--- src/aes_pkg.sv ---
//~~~~~~~~~~~~~~~~~~~~~~~~~~~~~~
// Shared types for the cipher accelerator.
// Imported by every RTL module and by the testbench
// for the register map and the job structs.
//~~~~~~~~~~~~~~~~~~~~~~~~~~~~~~
package aes_pkg;

  typedef logic [31:0]      word_t;
  typedef word_t [3:0]      key_t;
  typedef logic [31:0]      byte_len_t;
  typedef logic [5:0]       reg_addr_t;

  // Register map, byte offsets
  localparam reg_addr_t REG_START    = 6'h00;
  localparam reg_addr_t REG_STATUS   = 6'h04;
  localparam reg_addr_t REG_IN_ADDR  = 6'h08;
  localparam reg_addr_t REG_OUT_ADDR = 6'h0C;
  localparam reg_addr_t REG_LENGTH   = 6'h10;
  localparam reg_addr_t REG_KEY0     = 6'h14;
  localparam reg_addr_t REG_KEY1     = 6'h18;
  localparam reg_addr_t REG_KEY2     = 6'h1C;
  localparam reg_addr_t REG_KEY3     = 6'h20;

  typedef enum logic [3:0] {
    AES_IDLE,
    AES_STARTING,
    AES_REQUEST_DATA,
    AES_REQUEST_DATA_WAIT,
    AES_WORKING,
    AES_SEND_DATA,
    AES_SEND_DATA_WAIT,
    AES_BLOCK_NEXT,
    AES_FINISHED
  } aes_state_t;

  typedef struct packed {
    word_t     in_addr;
    word_t     out_addr;
    byte_len_t length;
    key_t      key;
  } job_cfg_t;

  typedef struct packed {
    logic  load_start;
    logic  store_start;
    word_t addr;
    word_t store_data;
  } streamer_ctrl_t;

  typedef struct packed {
    logic  load_ready;
    logic  load_done;
    word_t load_data;
    logic  store_ready;
    logic  store_done;
  } streamer_flags_t;

  typedef struct packed {
    logic       clear;
    logic       load_en;
    logic [1:0] word_idx;
    word_t      load_data;
    logic       step;
  } engine_ctrl_t;

endpackage

--- src/aes_ark_engine.sv ---
//~~~~~~~~~~~~~~~~~~~~~~~~~~~~~~
// AddRoundKey engine with a four-word block buffer.
// Words are loaded by index, one step XORs the key in,
// results are read back by index.
//~~~~~~~~~~~~~~~~~~~~~~~~~~~~~~
`timescale 1ns/1ps

module aes_ark_engine
  import aes_pkg::*;
(
  input  logic         clk,
  input  logic         reset_n,
  input  engine_ctrl_t ctrl_i,
  input  key_t         key_i,
  input  logic [1:0]   out_idx_i,
  output word_t        out_word_o
);

  word_t [3:0] blk_q;

  always_ff @(posedge clk or negedge reset_n) begin
    if (!reset_n) begin
      blk_q <= '0;
    end else if (ctrl_i.clear) begin
      blk_q <= '0;
    end else if (ctrl_i.load_en) begin
      blk_q[ctrl_i.word_idx] <= ctrl_i.load_data;
    end else if (ctrl_i.step) begin
      // Word n takes key word n
      for (int i = 0; i < 4; i++) begin
        blk_q[i] <= blk_q[i] ^ key_i[i];
      end
    end
  end

  assign out_word_o = blk_q[out_idx_i];

endmodule

--- src/aes_fsm.sv ---
//~~~~~~~~~~~~~~~~~~~~~~~~~~~~~~
// Controller FSM of the accelerator.
// Walks the job block by block: four word loads,
// one engine step, four word stores, next block.
//~~~~~~~~~~~~~~~~~~~~~~~~~~~~~~
`timescale 1ns/1ps

module aes_fsm
  import aes_pkg::*;
#(
  parameter int ADDR_WIDTH = 16
) (
  input  logic            clk,
  input  logic            reset_n,
  input  logic            clear_i,
  input  logic            start_i,
  input  job_cfg_t        cfg_i,
  output streamer_ctrl_t  streamer_ctrl_o,
  input  streamer_flags_t streamer_flags_i,
  output engine_ctrl_t    engine_ctrl_o,
  input  word_t           engine_word_i,
  output logic            busy_o,
  output logic            done_o
);

  aes_state_t            state_q, state_d;
  logic [1:0]            word_cnt_q;
  byte_len_t             rem_q;
  byte_len_t             rem_next;
  logic [ADDR_WIDTH-1:0] in_blk_q, out_blk_q;
  logic [ADDR_WIDTH-1:0] word_off;
  logic [ADDR_WIDTH-1:0] word_addr;

  assign rem_next = rem_q - 32'd16;
  assign word_off = ADDR_WIDTH'({word_cnt_q, 2'b00});

  // Load phases read from the input block, store phases write the output block
  assign word_addr = (state_q == AES_SEND_DATA) ? out_blk_q + word_off
                                                 : in_blk_q + word_off;

  always_ff @(posedge clk or negedge reset_n) begin
    if (!reset_n) begin
      state_q <= AES_IDLE;
    end else if (clear_i) begin
      state_q <= AES_IDLE;
    end else begin
      state_q <= state_d;
    end
  end

  // Word counter, remaining length and block addresses
  always_ff @(posedge clk or negedge reset_n) begin
    if (!reset_n) begin
      word_cnt_q <= '0;
      rem_q      <= '0;
      in_blk_q   <= '0;
      out_blk_q  <= '0;
    end else if (clear_i) begin
      word_cnt_q <= '0;
    end else begin
      case (state_q)
        AES_STARTING: begin
          word_cnt_q <= '0;
          rem_q      <= {cfg_i.length[31:4], 4'b0000};
          in_blk_q   <= cfg_i.in_addr[ADDR_WIDTH-1:0];
          out_blk_q  <= cfg_i.out_addr[ADDR_WIDTH-1:0];
        end
        AES_REQUEST_DATA_WAIT: begin
          if (streamer_flags_i.load_done) word_cnt_q <= word_cnt_q + 2'd1;
        end
        AES_SEND_DATA_WAIT: begin
          if (streamer_flags_i.store_done) word_cnt_q <= word_cnt_q + 2'd1;
        end
        AES_BLOCK_NEXT: begin
          rem_q     <= rem_next;
          in_blk_q  <= in_blk_q + ADDR_WIDTH'(16);
          out_blk_q <= out_blk_q + ADDR_WIDTH'(16);
        end
        default: ;
      endcase
    end
  end

  always_comb begin
    state_d = state_q;
    case (state_q)
      AES_IDLE: begin
        if (start_i) state_d = AES_STARTING;
      end
      AES_STARTING: begin
        // Lengths under one block finish without touching memory
        if (cfg_i.length[31:4] == '0) state_d = AES_FINISHED;
        else                          state_d = AES_REQUEST_DATA;
      end
      AES_REQUEST_DATA: begin
        if (streamer_flags_i.load_ready) state_d = AES_REQUEST_DATA_WAIT;
      end
      AES_REQUEST_DATA_WAIT: begin
        if (streamer_flags_i.load_done) begin
          state_d = (word_cnt_q == 2'd3) ? AES_WORKING : AES_REQUEST_DATA;
        end
      end
      AES_WORKING:   state_d = AES_SEND_DATA;
      AES_SEND_DATA: begin
        if (streamer_flags_i.store_ready) state_d = AES_SEND_DATA_WAIT;
      end
      AES_SEND_DATA_WAIT: begin
        if (streamer_flags_i.store_done) begin
          state_d = (word_cnt_q == 2'd3) ? AES_BLOCK_NEXT : AES_SEND_DATA;
        end
      end
      AES_BLOCK_NEXT: begin
        state_d = (rem_next == '0) ? AES_FINISHED : AES_REQUEST_DATA;
      end
      AES_FINISHED:  state_d = AES_IDLE;
      default:       state_d = AES_IDLE;
    endcase
  end

  // Strobes to streamer and engine
  always_comb begin
    streamer_ctrl_o             = '0;
    streamer_ctrl_o.addr        = 32'(word_addr);
    streamer_ctrl_o.store_data  = engine_word_i;
    streamer_ctrl_o.load_start  = (state_q == AES_REQUEST_DATA) &&
                                  streamer_flags_i.load_ready;
    streamer_ctrl_o.store_start = (state_q == AES_SEND_DATA) &&
                                  streamer_flags_i.store_ready;

    engine_ctrl_o           = '0;
    engine_ctrl_o.clear     = clear_i || (state_q == AES_IDLE);
    engine_ctrl_o.word_idx  = word_cnt_q;
    engine_ctrl_o.load_data = streamer_flags_i.load_data;
    engine_ctrl_o.load_en   = (state_q == AES_REQUEST_DATA_WAIT) &&
                              streamer_flags_i.load_done;
    engine_ctrl_o.step      = (state_q == AES_WORKING);
  end

  assign busy_o = start_i || (state_q != AES_IDLE);
  assign done_o = (state_q == AES_FINISHED);

endmodule

--- src/aes_regfile.sv ---
//~~~~~~~~~~~~~~~~~~~~~~~~~~~~~~
// Register slave of the accelerator.
// Holds job addresses, length and key, turns a
// write to the start register into a start pulse.
//~~~~~~~~~~~~~~~~~~~~~~~~~~~~~~
`timescale 1ns/1ps

module aes_regfile
  import aes_pkg::*;
(
  input  logic      clk,
  input  logic      reset_n,
  input  logic      reg_wr_i,
  input  logic      reg_rd_i,
  input  reg_addr_t reg_addr_i,
  input  word_t     reg_wdata_i,
  output word_t     reg_rdata_o,
  input  logic      busy_i,
  output logic      start_o,
  output job_cfg_t  cfg_o
);

  job_cfg_t cfg_q;
  logic     start_q;
  logic     wr_allowed;

  // Parameters stay frozen while a job runs
  assign wr_allowed = reg_wr_i && !busy_i;

  always_ff @(posedge clk or negedge reset_n) begin
    if (!reset_n) begin
      cfg_q   <= '0;
      start_q <= 1'b0;
    end else begin
      start_q <= wr_allowed && (reg_addr_i == REG_START);
      if (wr_allowed) begin
        case (reg_addr_i)
          REG_IN_ADDR:  cfg_q.in_addr  <= reg_wdata_i;
          REG_OUT_ADDR: cfg_q.out_addr <= reg_wdata_i;
          REG_LENGTH:   cfg_q.length   <= reg_wdata_i;
          REG_KEY0:     cfg_q.key[0]   <= reg_wdata_i;
          REG_KEY1:     cfg_q.key[1]   <= reg_wdata_i;
          REG_KEY2:     cfg_q.key[2]   <= reg_wdata_i;
          REG_KEY3:     cfg_q.key[3]   <= reg_wdata_i;
          default: ;
        endcase
      end
    end
  end

  // Read mux, start register reads as zero
  always_comb begin
    reg_rdata_o = '0;
    if (reg_rd_i) begin
      case (reg_addr_i)
        REG_STATUS:   reg_rdata_o = {31'b0, busy_i};
        REG_IN_ADDR:  reg_rdata_o = cfg_q.in_addr;
        REG_OUT_ADDR: reg_rdata_o = cfg_q.out_addr;
        REG_LENGTH:   reg_rdata_o = cfg_q.length;
        REG_KEY0:     reg_rdata_o = cfg_q.key[0];
        REG_KEY1:     reg_rdata_o = cfg_q.key[1];
        REG_KEY2:     reg_rdata_o = cfg_q.key[2];
        REG_KEY3:     reg_rdata_o = cfg_q.key[3];
        default:      reg_rdata_o = '0;
      endcase
    end
  end

  assign start_o = start_q;
  assign cfg_o   = cfg_q;

endmodule

--- src/aes_streamer.sv ---
//~~~~~~~~~~~~~~~~~~~~~~~~~~~~~~
// Single-word load and store unit.
// Turns controller start pulses into memory requests
// and reports ready and done flags back.
//~~~~~~~~~~~~~~~~~~~~~~~~~~~~~~
`timescale 1ns/1ps

module aes_streamer
  import aes_pkg::*;
#(
  parameter int ADDR_WIDTH = 16
) (
  input  logic                  clk,
  input  logic                  reset_n,
  input  streamer_ctrl_t        ctrl_i,
  output streamer_flags_t       flags_o,
  output logic                  mem_req_o,
  output logic                  mem_we_o,
  output logic [ADDR_WIDTH-1:0] mem_addr_o,
  output word_t                 mem_wdata_o,
  input  word_t                 mem_rdata_i,
  input  logic                  mem_rvalid_i
);

  logic load_pend_q;
  logic store_done_q;
  logic load_done;

  // Read data belongs to us only while a load is outstanding
  assign load_done = load_pend_q && mem_rvalid_i;

  always_ff @(posedge clk or negedge reset_n) begin
    if (!reset_n) begin
      load_pend_q <= 1'b0;
    end else if (ctrl_i.load_start) begin
      load_pend_q <= 1'b1;
    end else if (load_done) begin
      load_pend_q <= 1'b0;
    end
  end

  // Writes complete at the request edge, done follows one cycle later
  always_ff @(posedge clk or negedge reset_n) begin
    if (!reset_n) begin
      store_done_q <= 1'b0;
    end else begin
      store_done_q <= ctrl_i.store_start;
    end
  end

  assign mem_req_o   = ctrl_i.load_start || ctrl_i.store_start;
  assign mem_we_o    = ctrl_i.store_start;
  assign mem_addr_o  = ctrl_i.addr[ADDR_WIDTH-1:0];
  assign mem_wdata_o = ctrl_i.store_data;

  always_comb begin
    flags_o             = '0;
    flags_o.load_ready  = !load_pend_q;
    flags_o.load_done   = load_done;
    flags_o.load_data   = mem_rdata_i;
    flags_o.store_ready = !load_pend_q;
    flags_o.store_done  = store_done_q;
  end

endmodule

--- src/aes_top.sv ---
//~~~~~~~~~~~~~~~~~~~~~~~~~~~~~~
// Top level of the cipher accelerator.
// Register bus in, word memory port out,
// done pulse at the end of each job.
//~~~~~~~~~~~~~~~~~~~~~~~~~~~~~~
`timescale 1ns/1ps

module aes_top
  import aes_pkg::*;
#(
  parameter int ADDR_WIDTH = 16
) (
  input  logic                  clk,
  input  logic                  reset_n,
  input  logic                  clear_i,
  // Register bus
  input  logic                  reg_wr_i,
  input  logic                  reg_rd_i,
  input  reg_addr_t             reg_addr_i,
  input  word_t                 reg_wdata_i,
  output word_t                 reg_rdata_o,
  // Memory port
  output logic                  mem_req_o,
  output logic                  mem_we_o,
  output logic [ADDR_WIDTH-1:0] mem_addr_o,
  output word_t                 mem_wdata_o,
  input  word_t                 mem_rdata_i,
  input  logic                  mem_rvalid_i,
  output logic                  done_o
);

  job_cfg_t        cfg;
  logic            start;
  logic            busy;
  streamer_ctrl_t  streamer_ctrl;
  streamer_flags_t streamer_flags;
  engine_ctrl_t    engine_ctrl;
  word_t           engine_word;

  aes_regfile aes_regfile_inst (
    .clk         (clk),
    .reset_n     (reset_n),
    .reg_wr_i    (reg_wr_i),
    .reg_rd_i    (reg_rd_i),
    .reg_addr_i  (reg_addr_i),
    .reg_wdata_i (reg_wdata_i),
    .reg_rdata_o (reg_rdata_o),
    .busy_i      (busy),
    .start_o     (start),
    .cfg_o       (cfg)
  );

  aes_fsm #(.ADDR_WIDTH(ADDR_WIDTH)) aes_fsm_inst (
    .clk              (clk),
    .reset_n          (reset_n),
    .clear_i          (clear_i),
    .start_i          (start),
    .cfg_i            (cfg),
    .streamer_ctrl_o  (streamer_ctrl),
    .streamer_flags_i (streamer_flags),
    .engine_ctrl_o    (engine_ctrl),
    .engine_word_i    (engine_word),
    .busy_o           (busy),
    .done_o           (done_o)
  );

  aes_streamer #(.ADDR_WIDTH(ADDR_WIDTH)) aes_streamer_inst (
    .clk          (clk),
    .reset_n      (reset_n),
    .ctrl_i       (streamer_ctrl),
    .flags_o      (streamer_flags),
    .mem_req_o    (mem_req_o),
    .mem_we_o     (mem_we_o),
    .mem_addr_o   (mem_addr_o),
    .mem_wdata_o  (mem_wdata_o),
    .mem_rdata_i  (mem_rdata_i),
    .mem_rvalid_i (mem_rvalid_i)
  );

  // Result word follows the controller's word counter
  aes_ark_engine aes_ark_engine_inst (
    .clk        (clk),
    .reset_n    (reset_n),
    .ctrl_i     (engine_ctrl),
    .key_i      (cfg.key),
    .out_idx_i  (engine_ctrl.word_idx),
    .out_word_o (engine_word)
  );

endmodule

--- config.mk ---
export PLATFORM = sky130hd
export DESIGN_NAME = aes_top
export DESIGN_NICKNAME = d
export VERILOG_FILES = /design/src/aes_pkg.sv /design/src/aes_ark_engine.sv /design/src/aes_fsm.sv /design/src/aes_regfile.sv /design/src/aes_streamer.sv /design/src/aes_top.sv
export SDC_FILE = /design/constraint.sdc
export NUM_CORES = 1
export LEC_CHECK = 0
export CAP_MARGIN = 10
export CORE_MARGIN = 2
export CORE_UTILIZATION = 25
export DETAILED_ROUTE_END_ITERATION = 8
export DONT_BUFFER_PORTS = 1
export MAX_ROUTING_LAYER = met4
export SETUP_SLACK_MARGIN = 0.5
export SLEW_MARGIN = 20
export SYNTH_ARGS = -nofsm -noshare
export SYNTH_HDL_FRONTEND = slang
export SYNTH_SLANG_ARGS = --single-unit
--- constraint.sdc ---
create_clock -name clk -period 9.38 [get_ports clk]
set_input_delay 1.407 -clock clk [delete_from_list [all_inputs] [get_ports clk]]
set_output_delay 1.407 -clock clk [all_outputs]
set_load 0.1 [all_outputs]
Word-level counts from Yosys, hierarchy flattened
Cells that the tools add are included.
{ "totals": {"regBits": 425, "output_inout_bits": 83, "word_cells": 116} }
{ "classes": {"add_sub_neg": 6, "magnitude_cmp": 2, "n_eq_ne": 22, "n_mux": 31, "n_bitwise": 5, "reduce_logical": 31} }
{ "ops": {"columns": ["operator", "n"], "rows": [
  ["$mux 128", 3],
  ["$pmux 32 s8", 1],
  ["$bwmux 128", 1],
  ["$xor 32x32->32", 4],
  ["$mux 32", 3],
  ["$bmux 32 s2", 1],
  ["$demux 32 s2", 1],
  ["$pmux 16 s2", 2],
  ["$pmux 32 s2", 1],
  ["$add 16x4->16", 2],
  ["$add 16x5->16 const B", 2],
  ["$logic_not 32->1", 1],
  ["$mux 4", 8],
  ["$pmux 4 s8", 1],
  ["$sub 32x5->32 const B", 1],
  ["$logic_not 28->1", 1],
  ["$eq 6x5->1 const B", 4],
  ["$eq 4x3->1 const B", 4],
  ["$mux 16", 1],
  ["$reduce_and 2->1", 8],
  ["$eq 6x4->1 const B", 2],
  ["$ne 3x3->1 const B", 3],
  ["$eq 4x2->1 const B", 2],
  ["$mux 2", 4],
  ["other kinds (23)", 36]
]} }

Longest topological paths before layout
{ "logic_depth": {"word_depth": 7, "mapped_depth": 14, "depth_no_buf": 9} }

Hierarchy
From an unflattened synthesis, not the netlist that was laid out.
{ "hier_totals": {"hier_cells": 2267, "hier_area_um2": 24125.6} }
{ "modules_own_cells": {"columns": ["module", "n_inst", "cells_each", "area_per_inst_um2", "seq_area_each_um2"], "rows": [
  ["aes_regfile", 1, 735, 10272.4, 5630.4],
  ["aes_ark_engine", 1, 747, 7783.7, 3203.1],
  ["aes_fsm", 1, 695, 5361.4, 1651.6],
  ["aes_streamer", 1, 90, 708.2, 50.0]
]} }

Worst setup path after synthesis
No wires, ideal clock.
{ "synth_timing": {"kind": "input -> output", "start": "in reg_addr_i[2]", "end": "out reg_rdata_o[10]", "arrival_time_ns": 4.076, "required_time_ns": 7.973, "slack_ns": 3.897, "path_stages": 8, "cell_sequence": "clkbuf_1 > buf_1 > mux2i_1 > nor2_1 > a21oi_1 > nor2_1 > a221oi_1 > a21oi_1"} }
{ "synth_between": {"elab_chain_cells": 3, "word_cells_on_any_way": 10} }
{ "synth_lines": {"columns": ["item", "line_no", "source"], "rows": [
  ["from (decl)", "aes_top.sv:19", "input reg_addr_t reg_addr_i,"],
  ["$eq 6x6->1, or another cell as far along", "aes_regfile.sv:55", "case (reg_addr_i)"],
  ["$pmux 32 s8 (*)", "aes_regfile.sv:55", null],
  ["$mux 32 (*)", "aes_regfile.sv:54", "if (reg_rd_i) begin"],
  ["to (decl)", "aes_top.sv:21", "output word_t reg_rdata_o,"]
]} }
Mark *: on every way between the ends. The rest lies on a longest branch, timed or not.

Worst setup path in the final report
{ "layout_timing": {"start": "reg aes_fsm_inst.state_q[2]", "end": "out mem_addr_o[15]"} }
{ "layout_between": {"elab_chain_cells": 2} }
{ "layout_lines": {"columns": ["item", "line_no", "source"], "rows": [
  ["from (decl)", "aes_fsm.sv:26", "aes_state_t state_q, state_d;"],
  ["from (signal assigned)", "aes_fsm.sv:47", "state_q <= state_d;"],
  ["$eq 4x3->1", "aes_fsm.sv:38", "assign word_addr = (state_q == AES_SEND_DATA) ? out_blk_q + word_off"],
  ["$mux 16", "aes_fsm.sv:38", null],
  ["to (decl)", "aes_top.sv:25", "output logic [ADDR_WIDTH-1:0] mem_addr_o,"]
]} }
Every way passes these cells.

==> Flow_metrics.wiki <==
{| class="wikitable"
! Metric !! Value
|-
| Result of the run || finished, final reports clean
|-
| WHS || around 500 ps
|-
| Endpoint of the worst hold path || aes_fsm_inst.rem_q[30]$_DFFE_PN0P_
|-
| Post-synth design cell area || ~23000 um^2
|-
| Worst Path Required || 7970 ps
|-
| Starting utilization of the core area || 0.252
|-
| Number of different library cells in the post-synthesis netlist || 58
|-
| Number of flops mapped to enable cells by yosys || 0
|-
| Final Non-Filler Cells || between 3000 and 4000
|-
| Num CTS Buffers || between 40 and 50
|-
| Router iterations before antenna repair || 5
|-
| Share of Yosys cell area claimed by the top area cell type || 0.456
|-
| Total global routing track utilization || 0.167
|-
| Worst reg2reg path endpoint || aes_regfile_inst.cfg_o[86]$_DFFE_PN0P_
|-
| Number of cells traversed by the worst register-to-register path || 6
|-
| Detailed placer's ending HPWL || 52.5 mm
|-
| Die outline area || ~95000 um^2
|-
| Synth Register Bits || 421
|-
| Post-CTS setup-driven buffer insertion count || 0
|-
| Post-cts hold buffer count || 0
|-
| Routed via count || about 19000
|-
| Cells on Worst Hold Path || 2
|-
| Post-Synthesis Net Count || 2449
|-
| CTS tree || done
|-
| Maximum frequency from static timing analysis || 149 MHz
|-
| Fraction of final layout cells with drive strength greater than 1 || 0.220
|-
| Final TNS setup || 0 ps
|-
| Max_slew headroom || 0.120
|-
| Tightest Pin Transition || between 1000 and 1500 ps
|-
| Final setup violation count || 0
|-
| Post-cts gate resize count || 0
|-
| Number of sinks handled by clock tree synthesis || around 420
|-
| Worst-case register-to-register setup slack || 5150 ps
|-
| Ranking of synthesized cells by area || dfrtp_1, mux2_2, a21oi_1, o21ai_0, nor2_1
|-
| Wire length of the first global-routing pass || roughly 120 mm
|-
| Utilization after layout || 0.287
|-
| Standard-cell row count || around 110
|-
| Power Dens Cells || between 200 and 300 nW/um^2
|-
| Yosys warns || 0
|-
| Number of buffers between clock root and the deepest sink || 3
|-
| Detailed router's first-iteration violation count || 1525
|-
| Placed Cells || between 3000 and 4000
|-
| Number of violations of the max-capacitance limit || 0
|-
| Leftover overflow at the end of global routing || 0
|-
| Clock slew seen by the registers of the worst setup and hold paths || 60 ps
|-
| Number of buffers added on ports || 0
|-
| Startpoint kind of the worst setup timing path || flip-flop
|-
| Initial antenna violation count || 1
|-
| Final Max Tran Viols || 0
|-
| Hold Crit Class || flip-flop to flip-flop
|-
| VDD IR max || 0.141 mV
|-
| Post-synthesis cell type with the largest combined area || dfrtp_1
|-
| Antenna viol nets, final || 0
|-
| # nets final || between 2000 and 2500
|-
| Core box area || a little over 90000 um^2
|-
| Critical path capture point type || output pin
|-
| Sequential cell area fraction in the yosys report || 0.456
|-
| Highest metal layer with signal wires || met4
|-
| I/O pin count || around 160
|-
| Vias/cell || approximately 5.3
|-
| Reg-to-reg startpoint || aes_fsm_inst.state_q[2]$_DFFE_PN0P_
|-
| Delay of the slowest cell on the worst path || about 700 ps
|-
| PnR Total Power || 6.98 mW
|-
| Cell type of the slowest stage on the worst timing path || dfrtp_1
|-
| Final period utilization || 0.718
|-
| Global placement routability congestion || between 0.8 and 0.9
|-
| Area growth, synth to finish || 13.7%
|-
| Pin count of the biggest net entering global routing || 422
|-
| Post-layout min period || a little under 7000 ps
|-
| Top cells by count, synth || dfrtp_1, a21oi_1, o21ai_0
|-
| Most repeated cell in the gate-level netlist after synthesis || dfrtp_1
|-
| CP max FO || 26
|-
| Master cell of the clock root buffer || clkbuf_16
|-
| Hold wc startpoint || aes_fsm_inst.rem_q[30]$_DFFE_PN0P_
|-
| Hold Fails Final Rpt || 0
|-
| Number of DRC violations after detailed routing || 0
|-
| Cell-by-cell listing of the critical path || nor4bb_4 > buf_4 > mux2_2 > ha_1 > a21oi_1 > nor4_1 > nor4b_1 > nand4_1 > xor2_1 > mux2i_4
|-
| Average wire length per cell after detail routing || about 23 um
|-
| Layout filler cell count || roughly 9500
|-
| Post-Syn Area per Cell || just under 10 um^2
|-
| Vert. Die Dim || just over 300 um
|-
| Leakage power || approximately 11 nW
|-
| Gate count of the mapped netlist || ~2400
|-
| Worst Path Arrival || ~5300 ps
|-
| Worst clock skew || between 20 and 30 ps
|-
| Setup repair after global routing missed its margin || false
|-
| Total Wirelength || between 70 and 80 mm
|-
| H-tree depth || 2
|-
| Worst-skew pair later-pin latency || 610 ps
|-
| DR WL met2 || between 30 and 40 mm
|-
| Overall die width || between 300 and 400 um
|-
| Met3 layer wire length in the routed design || 6.89 mm
|-
| Category of the critical setup timing path || flip-flop to output pin
|-
| Most used flip-flop cell after synthesis || dfrtp_1
|-
| Vias in the first global route || between 15000 and 20000
|-
| FFs w/ async S/R, synth || 1.00
|-
| Wl on met1 || between 30 and 40 mm
|}
[placed cells by master, fill, tap and decap left out, types with 5 or more instances in the layout]
| master | n |
|---|---|
| mux4_2 | 33 |
| nor4b_1 | 6 |
| nor2b_1 | 5 |
| clkbuf_8 | 14 |
| o21ai_0 | 245 |
| a21oi_2 | 31 |
| clkbuf_1 | 11 |
| bufinv_16 | 6 |
| xnor2_1 | 7 |
| nand3_1 | 32 |
| nor4_1 | 23 |
| o22ai_1 | 14 |
| nor2_1 | 221 |
| nor3b_1 | 73 |
| mux2_2 | 234 |
| clkinv_2 | 5 |
| nand2_1 | 57 |
| a22oi_1 | 36 |
| and2_1 | 7 |
| buf_4 | 72 |
| nand2b_1 | 44 |
| nand4_1 | 8 |
| or3_1 | 8 |
| clkbuf_16 | 48 |
| a221oi_1 | 31 |
| nor3_1 | 31 |
| mux2i_1 | 46 |
| ha_1 | 10 |
| xnor2_2 | 7 |
| inv_1 | 40 |
| xor2_1 | 9 |
| dfrtp_1 | 419 |
| a31oi_1 | 77 |
| a21oi_1 | 261 |
| a211oi_1 | 16 |
| a32oi_1 | 20 |
| nor3_2 | 5 |
[cell type report]
type / count / area [um^2] / share of cell area
Multi-Input combinational cell: 1659 / 11700 / 0.446
Sequential cell: 421 / 10500 / 0.401
Tap cell: 1186 / 1480 / 0.0565
Clock buffer: 73 / 1440 / 0.0546
Timing Repair Buffer: 77 / 671 / 0.0255
Clock inverter: 17 / 275 / 0.0105
Inverter: 40 / 150 / 0.00571
Antenna cell: 3 / 7.51 / 0.000286
[registers in the layout, summed over array words and instances (netlist names), 2 cells and up]
name / count
aes_fsm_inst.in_blk_q: 16
aes_fsm_inst.rem_q: 28
aes_regfile_inst.cfg_o: 224
aes_fsm_inst.word_cnt_q: 2
aes_fsm_inst.state_q: 4
aes_fsm_inst.out_blk_q: 16
aes_ark_engine_inst.blk_q: 128
[through the flow]
step	cell area, um^2	setup slack (ps)
after floorplan	23100	3900
after global placement	24500	3380
after detailed placement	24500	3300
after CTS	26200	2630
after global routing	26300	2260
final	26300	2650
[metal layers]
metal  global-route usage  vias up
met1                0.221     9399
met2                0.253      653
li1                     -     8424
met4               0.0391        0
met3               0.0480       92
met5                    -        -
[power by group]
group	total, mW	switching [mW]	leakage [nW]	internal (mW)
combinational	2.24	1.49	4.11	0.746
sequential	2.70	0.485	5.68	2.22
clock	2.04	0.810	0.839	1.23
total	6.98	2.79	10.6	4.19
[critical path, delay by kind of cell, from the launching register on]
family	cells	cell delay (ps)
AOI/OAI and AO/OA	1	110
buffers and inverters	1	420
adders and majority gates	1	280
xor gates and xnor gates	1	200
muxes	2	1110
and+or+nand+nor	4	1880
DFF	1	700
[worst max-delay path by stage]
stage / startpoint / end / slack, ps / depth (start not counted)
6_report: aes_fsm_inst.state_q[2]$_DFFE_PN0P_ / mem_addr_o[15] / 2650 / 10
5_1_grt: aes_fsm_inst.state_q[2]$_DFFE_PN0P_ / mem_addr_o[15] / 2260 / 10
4_1_cts: aes_fsm_inst.state_q[2]$_DFFE_PN0P_ / mem_addr_o[15] / 2630 / 10
3_5_place_dp: aes_fsm_inst.state_q[2]$_DFFE_PN0P_ / mem_addr_o[15] / 3300 / 10
3_3_place_gp: aes_fsm_inst.state_q[2]$_DFFE_PN0P_ / mem_addr_o[15] / 3380 / 10
2_1_floorplan: reg_addr_i[2] / reg_rdata_o[10] / 3900 / 8
[logic make-up after synthesis]
kind of cell / after synthesis / share of synthesized area
AOI/OAI and AO/OA: 755 / 0.185
xor gates and xnor gates: 24 / 0.00909
adders and majority gates: 11 / 0.00628
buffers and inverters: 282 / 0.0545
DFF: 421 / 0.456
muxes: 317 / 0.168
and+or+nand+nor: 552 / 0.121
No activity file was read; power rests on OpenSTA's default activity.
